File: config.mk
export PLATFORM = sky130hd
export DESIGN_NAME = uart_core
export DESIGN_NICKNAME = d
export VERILOG_FILES = /design/src/verilog/uart_pkg.sv /design/src/verilog/uart_tx.sv /design/src/verilog/uart_rx.sv /design/src/verilog/uart_rx_fifo.sv /design/src/verilog/uart_core.sv
export SDC_FILE = /design/constraint.sdc
export NUM_CORES = 1
export LEC_CHECK = 0
export BUFFER_PORTS_ARGS = -buffer_cell sky130_fd_sc_hd__buf_4
export CAP_MARGIN = 20
export CORE_ASPECT_RATIO = 0.75
export CORE_UTILIZATION = 50
export CTS_BUF_LIST = sky130_fd_sc_hd__clkbuf_8
export CTS_CLUSTER_SIZE = 16
export DETAILED_ROUTE_END_ITERATION = 8
export PLACE_DENSITY = 0.76
export SYNTH_ARGS = -nofsm -noshare
export SYNTH_HDL_FRONTEND = slang
export SYNTH_SLANG_ARGS = --single-unit
File: constraint.sdc
create_clock -name clk_i -period 5.9 [get_ports clk_i]
set_clock_uncertainty 0.2 [all_clocks]
set_input_delay 0 -clock clk_i [delete_from_list [all_inputs] [get_ports clk_i]]
set_output_delay 0 -clock clk_i [all_outputs]
set_load 0.005 [all_outputs]
File: src/verilog/uart_pkg.sv
// uart shared types
package uart_pkg;

    // payload and divider field widths carried by the structs
    localparam int BYTE_WIDTH        = 8;
    localparam int CFG_DIVIDER_WIDTH = 32;

    typedef enum logic [1:0] {
        PARITY_NONE = 2'd0,
        PARITY_ODD  = 2'd1,
        PARITY_EVEN = 2'd2
    } parity_mode_e;

    // run-time frame format, held stable while a frame is in flight
    typedef struct packed {
        logic [CFG_DIVIDER_WIDTH-1:0] divider;
        parity_mode_e                 parity;
    } uart_cfg_t;

    // ready travels separately, against the flow
    typedef struct packed {
        logic                  valid;
        logic [BYTE_WIDTH-1:0] data;
    } byte_stream_t;

    // single-cycle error strobes
    typedef struct packed {
        logic parity_err;
        logic frame_err;
        logic overrun;
    } rx_status_t;

endpackage

File: src/verilog/uart_tx.sv
// uart transmitter
`timescale 1ns/1ns

module uart_tx #(
    parameter int DATA_WIDTH    = 8,
    parameter int DIVIDER_WIDTH = 32
) (
    input  logic                   clk_i,
    input  logic                   rst_i,
    input  uart_pkg::uart_cfg_t    cfg_i,
    input  uart_pkg::byte_stream_t in_i,
    output logic                   ready_o,
    output logic                   tx_o
);

    localparam int BIT_CNT_WIDTH = $clog2(DATA_WIDTH);

    typedef enum logic [2:0] {
        IDLE   = 3'd0,
        START  = 3'd1,
        DATA   = 3'd2,
        PARITY = 3'd3,
        STOP   = 3'd4
    } tx_state_e;

    tx_state_e                state;
    logic [DIVIDER_WIDTH-1:0] divider;
    logic [DIVIDER_WIDTH-1:0] baud_cnt;
    logic [BIT_CNT_WIDTH-1:0] bit_cnt;
    logic [   DATA_WIDTH-1:0] shift_q;
    logic                     parity_q;
    logic                     accept;
    logic                     baud_done;
    logic                     last_bit;

    assign divider   = cfg_i.divider[DIVIDER_WIDTH-1:0];
    assign ready_o   = (state == IDLE);
    assign accept    = in_i.valid && ready_o;
    assign baud_done = (baud_cnt == divider - 1'b1);
    assign last_bit  = (bit_cnt == BIT_CNT_WIDTH'(DATA_WIDTH - 1));

    // one bit period per divider cycles
    always_ff @(posedge clk_i) begin
        if (rst_i) begin
            baud_cnt <= '0;
        end else if ((state == IDLE) || baud_done) begin
            baud_cnt <= '0;
        end else begin
            baud_cnt <= baud_cnt + 1'b1;
        end
    end

    always_ff @(posedge clk_i) begin
        if (rst_i) begin
            state   <= IDLE;
            bit_cnt <= '0;
            tx_o    <= 1'b1;
        end else begin
            case (state)
                IDLE: begin
                    if (accept) begin
                        state   <= START;
                        bit_cnt <= '0;
                        tx_o    <= 1'b0;
                    end
                end
                START: begin
                    if (baud_done) begin
                        state <= DATA;
                        tx_o  <= shift_q[0];
                    end
                end
                DATA: begin
                    if (baud_done) begin
                        if (last_bit) begin
                            bit_cnt <= '0;
                            if (cfg_i.parity == uart_pkg::PARITY_NONE) begin
                                state <= STOP;
                                tx_o  <= 1'b1;
                            end else begin
                                state <= PARITY;
                                tx_o  <= parity_q;
                            end
                        end else begin
                            bit_cnt <= bit_cnt + 1'b1;
                            tx_o    <= shift_q[1];
                        end
                    end
                end
                PARITY: begin
                    if (baud_done) begin
                        state <= STOP;
                        tx_o  <= 1'b1;
                    end
                end
                STOP: begin
                    if (baud_done) begin
                        state <= IDLE;
                    end
                end
                default: begin
                    state <= IDLE;
                    tx_o  <= 1'b1;
                end
            endcase
        end
    end

    // byte and its parity bit latched on accept, lsb shifted out first
    always_ff @(posedge clk_i) begin
        if (accept) begin
            shift_q  <= in_i.data;
            parity_q <= (^in_i.data) ^ (cfg_i.parity == uart_pkg::PARITY_ODD);
        end else if ((state == DATA) && baud_done) begin
            shift_q <= shift_q >> 1;
        end
    end

    // line must rest at mark level between frames
    a_idle_line_high: assert property (
        @(posedge clk_i) disable iff (rst_i) (state == IDLE) |-> tx_o
    );

endmodule

File: src/verilog/uart_rx.sv
// uart receiver
`timescale 1ns/1ns

module uart_rx #(
    parameter int DATA_WIDTH    = 8,
    parameter int DIVIDER_WIDTH = 32
) (
    input  logic                   clk_i,
    input  logic                   rst_i,
    input  uart_pkg::uart_cfg_t    cfg_i,
    input  logic                   rx_i,
    output uart_pkg::byte_stream_t out_o,
    output logic                   parity_err_o,
    output logic                   frame_err_o
);

    localparam int BIT_CNT_WIDTH = $clog2(DATA_WIDTH);

    typedef enum logic [2:0] {
        IDLE   = 3'd0,
        START  = 3'd1,
        DATA   = 3'd2,
        PARITY = 3'd3,
        STOP   = 3'd4,
        WAIT   = 3'd5
    } rx_state_e;

    rx_state_e                state;
    logic                     rx_meta;
    logic                     rx_sync;
    logic [DIVIDER_WIDTH-1:0] divider;
    logic [DIVIDER_WIDTH-1:0] half_div;
    logic [DIVIDER_WIDTH-1:0] baud_cnt;
    logic [BIT_CNT_WIDTH-1:0] bit_cnt;
    logic [   DATA_WIDTH-1:0] rx_data;
    logic [   DATA_WIDTH-1:0] out_data_q;
    logic                     out_valid_q;
    logic                     parity_ok;
    logic                     exp_parity;
    logic                     baud_done;
    logic                     start_check;
    logic                     last_bit;

    assign divider     = cfg_i.divider[DIVIDER_WIDTH-1:0];
    assign half_div    = divider >> 1;
    assign baud_done   = (baud_cnt == divider - 1'b1);
    assign start_check = (state == START) && (baud_cnt == half_div - 1'b1);
    assign last_bit    = (bit_cnt == BIT_CNT_WIDTH'(DATA_WIDTH - 1));
    assign exp_parity  = (^rx_data) ^ (cfg_i.parity == uart_pkg::PARITY_ODD);

    assign out_o = '{valid: out_valid_q, data: out_data_q};

    // two-flop synchronizer, idles at mark level
    always_ff @(posedge clk_i) begin
        if (rst_i) begin
            rx_meta <= 1'b1;
            rx_sync <= 1'b1;
        end else begin
            rx_meta <= rx_i;
            rx_sync <= rx_meta;
        end
    end

    // restarts at the mid-start check so later samples land mid-bit
    always_ff @(posedge clk_i) begin
        if (rst_i) begin
            baud_cnt <= '0;
        end else if ((state == IDLE) || (state == WAIT) || baud_done || start_check) begin
            baud_cnt <= '0;
        end else begin
            baud_cnt <= baud_cnt + 1'b1;
        end
    end

    always_ff @(posedge clk_i) begin
        if (rst_i) begin
            state        <= IDLE;
            bit_cnt      <= '0;
            parity_ok    <= 1'b1;
            out_valid_q  <= 1'b0;
            parity_err_o <= 1'b0;
            frame_err_o  <= 1'b0;
        end else begin
            out_valid_q  <= 1'b0;
            parity_err_o <= 1'b0;
            frame_err_o  <= 1'b0;
            case (state)
                IDLE: begin
                    if (!rx_sync) begin
                        state     <= START;
                        bit_cnt   <= '0;
                        parity_ok <= 1'b1;
                    end
                end
                START: begin
                    // short low pulse is a glitch, not a start bit
                    if (start_check) begin
                        state <= rx_sync ? IDLE : DATA;
                    end
                end
                DATA: begin
                    if (baud_done) begin
                        if (last_bit) begin
                            bit_cnt <= '0;
                            if (cfg_i.parity == uart_pkg::PARITY_NONE) begin
                                state <= STOP;
                            end else begin
                                state <= PARITY;
                            end
                        end else begin
                            bit_cnt <= bit_cnt + 1'b1;
                        end
                    end
                end
                PARITY: begin
                    if (baud_done) begin
                        state     <= STOP;
                        parity_ok <= (rx_sync == exp_parity);
                    end
                end
                STOP: begin
                    // framing error takes priority over parity
                    if (baud_done) begin
                        state        <= WAIT;
                        out_valid_q  <= rx_sync && parity_ok;
                        parity_err_o <= rx_sync && !parity_ok;
                        frame_err_o  <= !rx_sync;
                    end
                end
                WAIT: begin
                    // hold off until the line is back at mark
                    if (rx_sync) begin
                        state <= IDLE;
                    end
                end
                default: state <= IDLE;
            endcase
        end
    end

    // lsb arrives first, shifted in from the top
    always_ff @(posedge clk_i) begin
        if ((state == DATA) && baud_done) begin
            rx_data <= {rx_sync, rx_data[DATA_WIDTH-1:1]};
        end
        if ((state == STOP) && baud_done) begin
            out_data_q <= rx_data;
        end
    end

    a_one_outcome_per_frame: assert property (
        @(posedge clk_i) disable iff (rst_i) !(out_o.valid && (parity_err_o || frame_err_o))
    );

endmodule

File: src/verilog/uart_rx_fifo.sv
// receive byte fifo
`timescale 1ns/1ns

module uart_rx_fifo #(
    parameter int DATA_WIDTH = 8,
    parameter int FIFO_DEPTH = 4
) (
    input  logic                   clk_i,
    input  logic                   rst_i,
    input  uart_pkg::byte_stream_t in_i,
    output uart_pkg::byte_stream_t out_o,
    input  logic                   ready_i,
    output logic                   overrun_o
);

    localparam int PTR_WIDTH = $clog2(FIFO_DEPTH);

    logic [DATA_WIDTH-1:0] mem [FIFO_DEPTH];
    logic [ PTR_WIDTH-1:0] wr_ptr;
    logic [ PTR_WIDTH-1:0] rd_ptr;
    logic [   PTR_WIDTH:0] count;
    logic                  full;
    logic                  wr_en;
    logic                  rd_en;

    assign full  = (count == (PTR_WIDTH + 1)'(FIFO_DEPTH));
    assign rd_en = out_o.valid && ready_i;
    // a read in the same cycle frees the slot
    assign wr_en = in_i.valid && (!full || rd_en);

    assign out_o = '{valid: (count != '0), data: mem[rd_ptr]};

    always_ff @(posedge clk_i) begin
        if (wr_en) begin
            mem[wr_ptr] <= in_i.data;
        end
    end

    // pointers wrap naturally at a power-of-two depth
    always_ff @(posedge clk_i) begin
        if (rst_i) begin
            wr_ptr    <= '0;
            rd_ptr    <= '0;
            count     <= '0;
            overrun_o <= 1'b0;
        end else begin
            overrun_o <= in_i.valid && !wr_en;
            if (wr_en) begin
                wr_ptr <= wr_ptr + 1'b1;
            end
            if (rd_en) begin
                rd_ptr <= rd_ptr + 1'b1;
            end
            case ({wr_en, rd_en})
                2'b10:   count <= count + 1'b1;
                2'b01:   count <= count - 1'b1;
                default: count <= count;
            endcase
        end
    end

    a_count_bounded: assert property (
        @(posedge clk_i) disable iff (rst_i) count <= (PTR_WIDTH + 1)'(FIFO_DEPTH)
    );

endmodule

File: src/verilog/uart_core.sv
// uart transceiver top
`timescale 1ns/1ns

module uart_core #(
    parameter int DATA_WIDTH    = 8,
    parameter int DIVIDER_WIDTH = 32,
    parameter int FIFO_DEPTH    = 4
) (
    input  logic                   clk_i,
    input  logic                   rst_i,
    input  uart_pkg::uart_cfg_t    cfg_i,
    input  uart_pkg::byte_stream_t tx_in_i,
    output logic                   tx_ready_o,
    output logic                   uart_tx_o,
    input  logic                   uart_rx_i,
    output uart_pkg::byte_stream_t rx_out_o,
    input  logic                   rx_ready_i,
    output uart_pkg::rx_status_t   status_o
);

    uart_pkg::byte_stream_t rx_byte;
    logic                   parity_err;
    logic                   frame_err;
    logic                   overrun;

    // stream payload field has to match the frame width
    if (DATA_WIDTH != uart_pkg::BYTE_WIDTH) begin : g_bad_data_width
        $error("DATA_WIDTH does not match the stream data field");
    end

    if (DIVIDER_WIDTH > uart_pkg::CFG_DIVIDER_WIDTH) begin : g_bad_divider_width
        $error("DIVIDER_WIDTH exceeds the cfg divider field");
    end

    if ((FIFO_DEPTH < 2) || ((FIFO_DEPTH & (FIFO_DEPTH - 1)) != 0)) begin : g_bad_depth
        $error("FIFO_DEPTH must be a power of two, at least 2");
    end

    uart_tx #(
        .DATA_WIDTH   (DATA_WIDTH),
        .DIVIDER_WIDTH(DIVIDER_WIDTH)
    ) u_tx (
        .clk_i  (clk_i),
        .rst_i  (rst_i),
        .cfg_i  (cfg_i),
        .in_i   (tx_in_i),
        .ready_o(tx_ready_o),
        .tx_o   (uart_tx_o)
    );

    uart_rx #(
        .DATA_WIDTH   (DATA_WIDTH),
        .DIVIDER_WIDTH(DIVIDER_WIDTH)
    ) u_rx (
        .clk_i       (clk_i),
        .rst_i       (rst_i),
        .cfg_i       (cfg_i),
        .rx_i        (uart_rx_i),
        .out_o       (rx_byte),
        .parity_err_o(parity_err),
        .frame_err_o (frame_err)
    );

    uart_rx_fifo #(
        .DATA_WIDTH(DATA_WIDTH),
        .FIFO_DEPTH(FIFO_DEPTH)
    ) u_rx_fifo (
        .clk_i    (clk_i),
        .rst_i    (rst_i),
        .in_i     (rx_byte),
        .out_o    (rx_out_o),
        .ready_i  (rx_ready_i),
        .overrun_o(overrun)
    );

    assign status_o = '{parity_err: parity_err, frame_err: frame_err, overrun: overrun};

endmodule

* Word level (Yosys, flattened, before mapping)
Memory sizes are Yosys's and may differ from the RTL's. A register that Yosys moved wholly into a read port is not among the register bits.
Cells that the tools add are included.
** Word-level totals
- Bits in registers :: 116
- Bits of input ports :: 47
- Memories :: 1
- Logic and storage cells :: 150
- Latch bits :: 0
- ROM bits :: 0
- Bits in writable memories :: 32
** Cells by class
- Add/subtract/negate cells :: 10
- Div/mod/pow operators :: 0
- $lt $le $gt $ge :: 0
- Shifts and indexed selects :: 0
- Eq/ne operators :: 32
- Multiply operators :: 0
- Bitwise operators :: 5
- Reductions and logical operators :: 39
- Muxes and demuxes :: 42
** Memories
- u_rx_fifo.mem :: words 4, bits a word 8, read ports 1, clocked after memory_dff 1, write ports 1, line uart_rx_fifo.sv:18 : logic [DATA_WIDTH-1:0] mem [FIFO_DEPTH];
** Operator list (count)
- 32-bit equality test :: 3
- 32-bit by 1-bit adder with 32-bit output, second input constant :: 2
- 3-bit two-way mux :: 20
- 31-bit by 1-bit subtractor with 32-bit output, second input constant :: 1
- 32-bit by 1-bit subtractor with 32-bit output, second input constant :: 1
- 2-bit by 1-bit inequality test with 1-bit output, second input constant :: 11
- 3-bit equality test, second input constant :: 6
- 3-bit case mux with 2 select lines :: 3
- 3-bit case mux with 6 select lines :: 1
- 8-bit two-way mux :: 2
- 8-bit parity :: 2
- 3-bit case mux with 5 select lines :: 1
- 3-bit by 2-bit equality test with 1-bit output, second input constant :: 4
- 1-bit logical AND :: 10
- 1-bit two-way mux :: 10
- 2-bit nonzero test :: 5
- 3-bit by 1-bit adder with 3-bit output, second input constant :: 3
- 3-bit AND reduction :: 3
- 7-bit AND reduction :: 1
- 3-bit by 1-bit equality test with 1-bit output, second input constant :: 2
- 3-bit logical NOT :: 2
- 2-bit two-way mux :: 3
- 6-bit AND reduction :: 1
- 1-bit logical OR :: 5
- other kinds (16) :: 26

* Logic depth before layout (Yosys ltp)
- Depth after elaboration :: 6
- Depth in mapped cells :: 16

* Cells and area by module
From an unflattened synthesis, not the netlist that was laid out.
** Unflattened totals
- Cells, all modules :: 1104
- Area total of the unflattened synthesis :: 9964.6 µm²
** Modules (own cells, without submodules)
- uart_rx :: area an instance 4902.2 µm², cells each 602, instances 1, seq. area each 1361.3 µm²
- uart_tx :: area an instance 3326.9 µm², cells each 398, instances 1, seq. area each 1051.0 µm²
- uart_rx_fifo :: area an instance 1712.9 µm², cells each 101, instances 1, seq. area each 1161.1 µm²
- uart_core :: area an instance 22.5 µm², cells each 3, instances 1, seq. area each 0.0 µm²

* Worst setup path before layout
Ideal clock, no wire load.
- Kind :: input port to flip-flop
- From :: input port cfg_i[4] (netlist name)
- To :: register u_rx.out_data_q[0] (enable)
- Arrival :: 3.605 ns
- Slack :: 1.710 ns
- Stages :: 12
- Path buffers :: 3
- Cells stage by stage :: buf_2 inv_1 ha_1 clkbuf_1 or4b_2 clkbuf_1 nor4_2 xnor2_1 nor2_1 or4b_2 nor3_2 nor3b_1
** On the way
- Cells in the longest elaborated chain, start to end :: 3
** RTL lines
- start, declared :: line uart_core.sv:11 : input uart_pkg::uart_cfg_t cfg_i,
- 32-bit by 1-bit subtractor with 32-bit output :: line uart_rx.sv:46 : assign baud_done = (baud_cnt == divider - 1'b1);
- 32-bit equality test :: line uart_rx.sv:46
- 1-bit logical AND :: line uart_rx.sv:146 : if ((state == STOP) && baud_done) begin
- end signal, assigned :: line uart_rx.sv:147 : out_data_q <= rx_data;
- end, declared :: line uart_rx.sv:36 : logic [ DATA_WIDTH-1:0] out_data_q;
No other way between the ends.
A chain may end at the register's enable or synchronous reset.

* Worst setup path in the final report
- From :: input port cfg_i[2] (netlist name)
- To :: register u_tx.baud_cnt[13]
** On the way
- Cells in the longest elaborated chain, start to end :: 4
** RTL lines
- 32-bit by 1-bit subtractor with 32-bit output :: line uart_tx.sv:39 : assign baud_done = (baud_cnt == divider - 1'b1);
- 32-bit equality test :: line uart_tx.sv:39
- 1-bit logical OR :: line uart_tx.sv:46 : end else if ((state == IDLE) || baud_done) begin
- 2-bit OR reduction (no line)
- end signal, assigned :: line uart_tx.sv:49 : baud_cnt <= baud_cnt + 1'b1;
- end, declared :: line uart_tx.sv:28 : logic [DIVIDER_WIDTH-1:0] baud_cnt;
No other way between the ends.

==> metrics.cfg <==
[run_status]
status = finished clean

[global_routing]
overflow = 0
antenna_found_initial = 0
grt.total_usage = 0.268
grt_pass1_vias = 7486
grt_pass1_wl_um = 41200
grt_max_degree = 33

[critical_path]
path_max_fanout = 31
worstSetupEndpointType = flop
cp.required_ns = 6.03
cp_cell_sequence = buf_4 > inv_1 > ha_1 > nor3b_1 > nand4_1 > nor3_1 > mux2_2 > a2111oi_0 > nand4_1 > or2_1 > nand2_1 > nor2_1
cp-start-kind = primary input
critical_path_class = primary input to flop
path_common_cell = nand4_1
slowest_delay_ns = 0.79
cp.arrival_ns = 4.46
cp_slowest_cell = nand2_1

[clocking]
clkLatencyLatePin_ns = 0.48
cts_tree = done
ctsLongestPathBuffers = 2
cts_setup_buffers = 0
cts.sinks = 150
cts_root_buf = clkbuf_8
cts.clk_slew.worst_paths_ns = 0.10
post_cts_resized = 0
ctsHtreeMaxLevel = 4
numCtsBuffers = 17

[power_and_ir_drop]
power_density_nw_per_um2 = 198
vdd_drop_max_v = 0.000150
total_power_uw = 2180
power_leakage_uw = 0.00366

[logic_synthesis]
netlist_area_um2 = 9920
ys_seq_elements = 150
avgSynthCellArea_um2 = 9.04
syn_nets = 1157
netlist_instances = 1097
synth_edf_count = 57
synth_warnings = 0
synth_seq_area_share = 0.360
yosys.cell_types.count = 85
async_reset_ff_frac = 0
synth_ff_type = dfxtp_1

[layout]
drive_above_1_share = 0.134
n_antenna_cell = 0
fin_nets = 1178
layout_commonest_cell = nor2_1
layout_common_cells = 135 x nor2_1, 123 x xnor2_1, 93 x dfxtp_1
nFillCells = 1705
syn2layout_area_growth_pct = 11.1
final_util = 0.569

[placed_design]
place_hpwl_um = 19900
place.gp.congestion = 1.05
place.port_buffers = 60

[floorplan]
dieWidth_um = 165
coreArea_um2 = 19400
die_h_um = 124
row_count = 44
initial_core_util = 0.512
io_pins = 61
dieArea_um2 = 20400

[min_path]
hp-class = primary input to flop

[routing]
drt_first_pass_iters = 7
drc = 0
detail-route-antenna-nets = 0
wirelength_um = 26400
routed_via_density = 6.06
wire_per_inst_um = 19.0
drt_iter0_markers = 854
vias = 8384

[timing]
fin_crit_sh = 0.734
relSlewSlack = 0.340
whs_ns = 0.0813
min_period_ns = 4.33
tns_ns = 0
drv_slew = 0
hold_violations = 0
rsz0062_at_grt = no
max_slew.worst_pin.slew_ns = 0.987
finalSetupViolCount = 0
fmax_ghz = 0.231

[job]
drv_cap = 0

-- cell families after synthesis --
kind of cell    share of synthesized area
compound gates                     0.0903
xor+xnor                            0.191
fa+ha+maj                          0.0172
buf+inv                            0.0459
flops                               0.360
mux                                0.0313
simple gates                        0.264
-- metrics by stage --
step / std cells / setup WS (ns) / cell area (um2)
2_1_floorplan: 1097 / 1.71 / 9920
3_3_place_gp: 1333 / 1.35 / 10400
3_5_place_dp: 1333 / 1.13 / 10400
4_1_cts: 1384 / 1.65 / 11000
5_1_grt: 1384 / 1.08 / 11000
6_report: 1384 / 1.57 / 11000
-- worst paths after layout --
path | endpoint | from | depth (start not counted) | slack [ns]
worst min register to register | u_rx.rx_sync$_SDFF_PP1_ | u_rx.rx_meta$_SDFF_PP1_ | 1 | 0.22
worst max-delay path | u_tx.baud_cnt[13]$_SDFF_PP0_ | cfg_i[2] | 12 | 1.57
worst min-delay path | u_tx.state[2]$_SDFFE_PP0P_ | cfg_i[19] | 7 | 0.08
worst max register to register | u_rx.rx_data[1]$_DFFE_PP_ | u_rx.baud_cnt[3]$_SDFF_PP0_ | 8 | 2.05
-- routing by layer --
metal,up-vias,GRT usage,share of wire
met3,51,0.0743,0.11
met5,-,0,0
met2,400,0.355,0.40
li1,3975,-,-
met4,0,0.0797,0.019
met1,3958,0.411,0.47
-- sequential cells by signal, indices dropped and copies added (netlist names), named ones only --
name                 flops
u_rx.baud_cnt           32
u_rx_fifo.mem           32
u_tx.baud_cnt           32
u_rx.out_data_q          8
u_rx.rx_data             8
u_tx.shift_q             8
u_rx.bit_cnt             3
u_rx.state               3
u_rx_fifo.count          3
u_tx.bit_cnt             3
u_tx.state               3
u_rx_fifo.rd_ptr         2
u_rx_fifo.wr_ptr         2
u_rx.frame_err_o         1
u_rx.out_valid_q         1
u_rx.parity_err_o        1
u_rx.parity_ok           1
u_rx.rx_meta             1
u_rx.rx_sync             1
u_rx_fifo.overrun_o      1
u_tx.parity_q            1
u_tx.tx_o                1
-- cell usage after synthesis, types with 24 or more instances --
cell	count	area, um2
nand4_1	37	231
xnor2_1	123	1080
nand2_1	69	259
nand3_1	39	195
edfxtp_1	57	1710
dfxtp_1	93	1860
nor2_1	135	507
o21ai_0	24	120
nor4_1	26	163
xor2_1	63	552
inv_1	26	97.6
nor3_1	35	175
clkbuf_1	64	240
-- area by class of cell --
| cell class | count | area (um2) | area share |
|---|---|---|---|
| multi-input cells | 834 | 5890 | 0.535 |
| flip-flops and latches | 150 | 3570 | 0.324 |
| repair buffers | 87 | 701 | 0.0636 |
| well taps | 253 | 317 | 0.0287 |
| clock buffers | 17 | 234 | 0.0212 |
| clock inverters | 15 | 199 | 0.0181 |
| inverters | 28 | 105 | 0.00954 |
-- power by group --
part	total [uW]	switching (uW)	leakage, uW	internal [uW]
sequential	1090	9.26	0.00127	1080
combinational	257	148	0.00218	110
clock	835	501	0.000214	334
-- what timing repair did --
| action | CTS | global route |
|---|---|---|
| endpoints found under the hold margin | 39 | 0 |
| setup endpoints to repair | 0 | 0 |
| hold buffers | 19 | 0 |
-- worst max-delay path, delay by kind of cell --
family | cells | cell delay [ns]
buffers and inverters | 2 | 0.23
muxes | 1 | 0.38
and+or+nand+nor | 7 | 3.18
AOI/OAI and AO/OA | 1 | 0.41
adders and majority gates | 1 | 0.24
(Power assumes the default switching activity.)
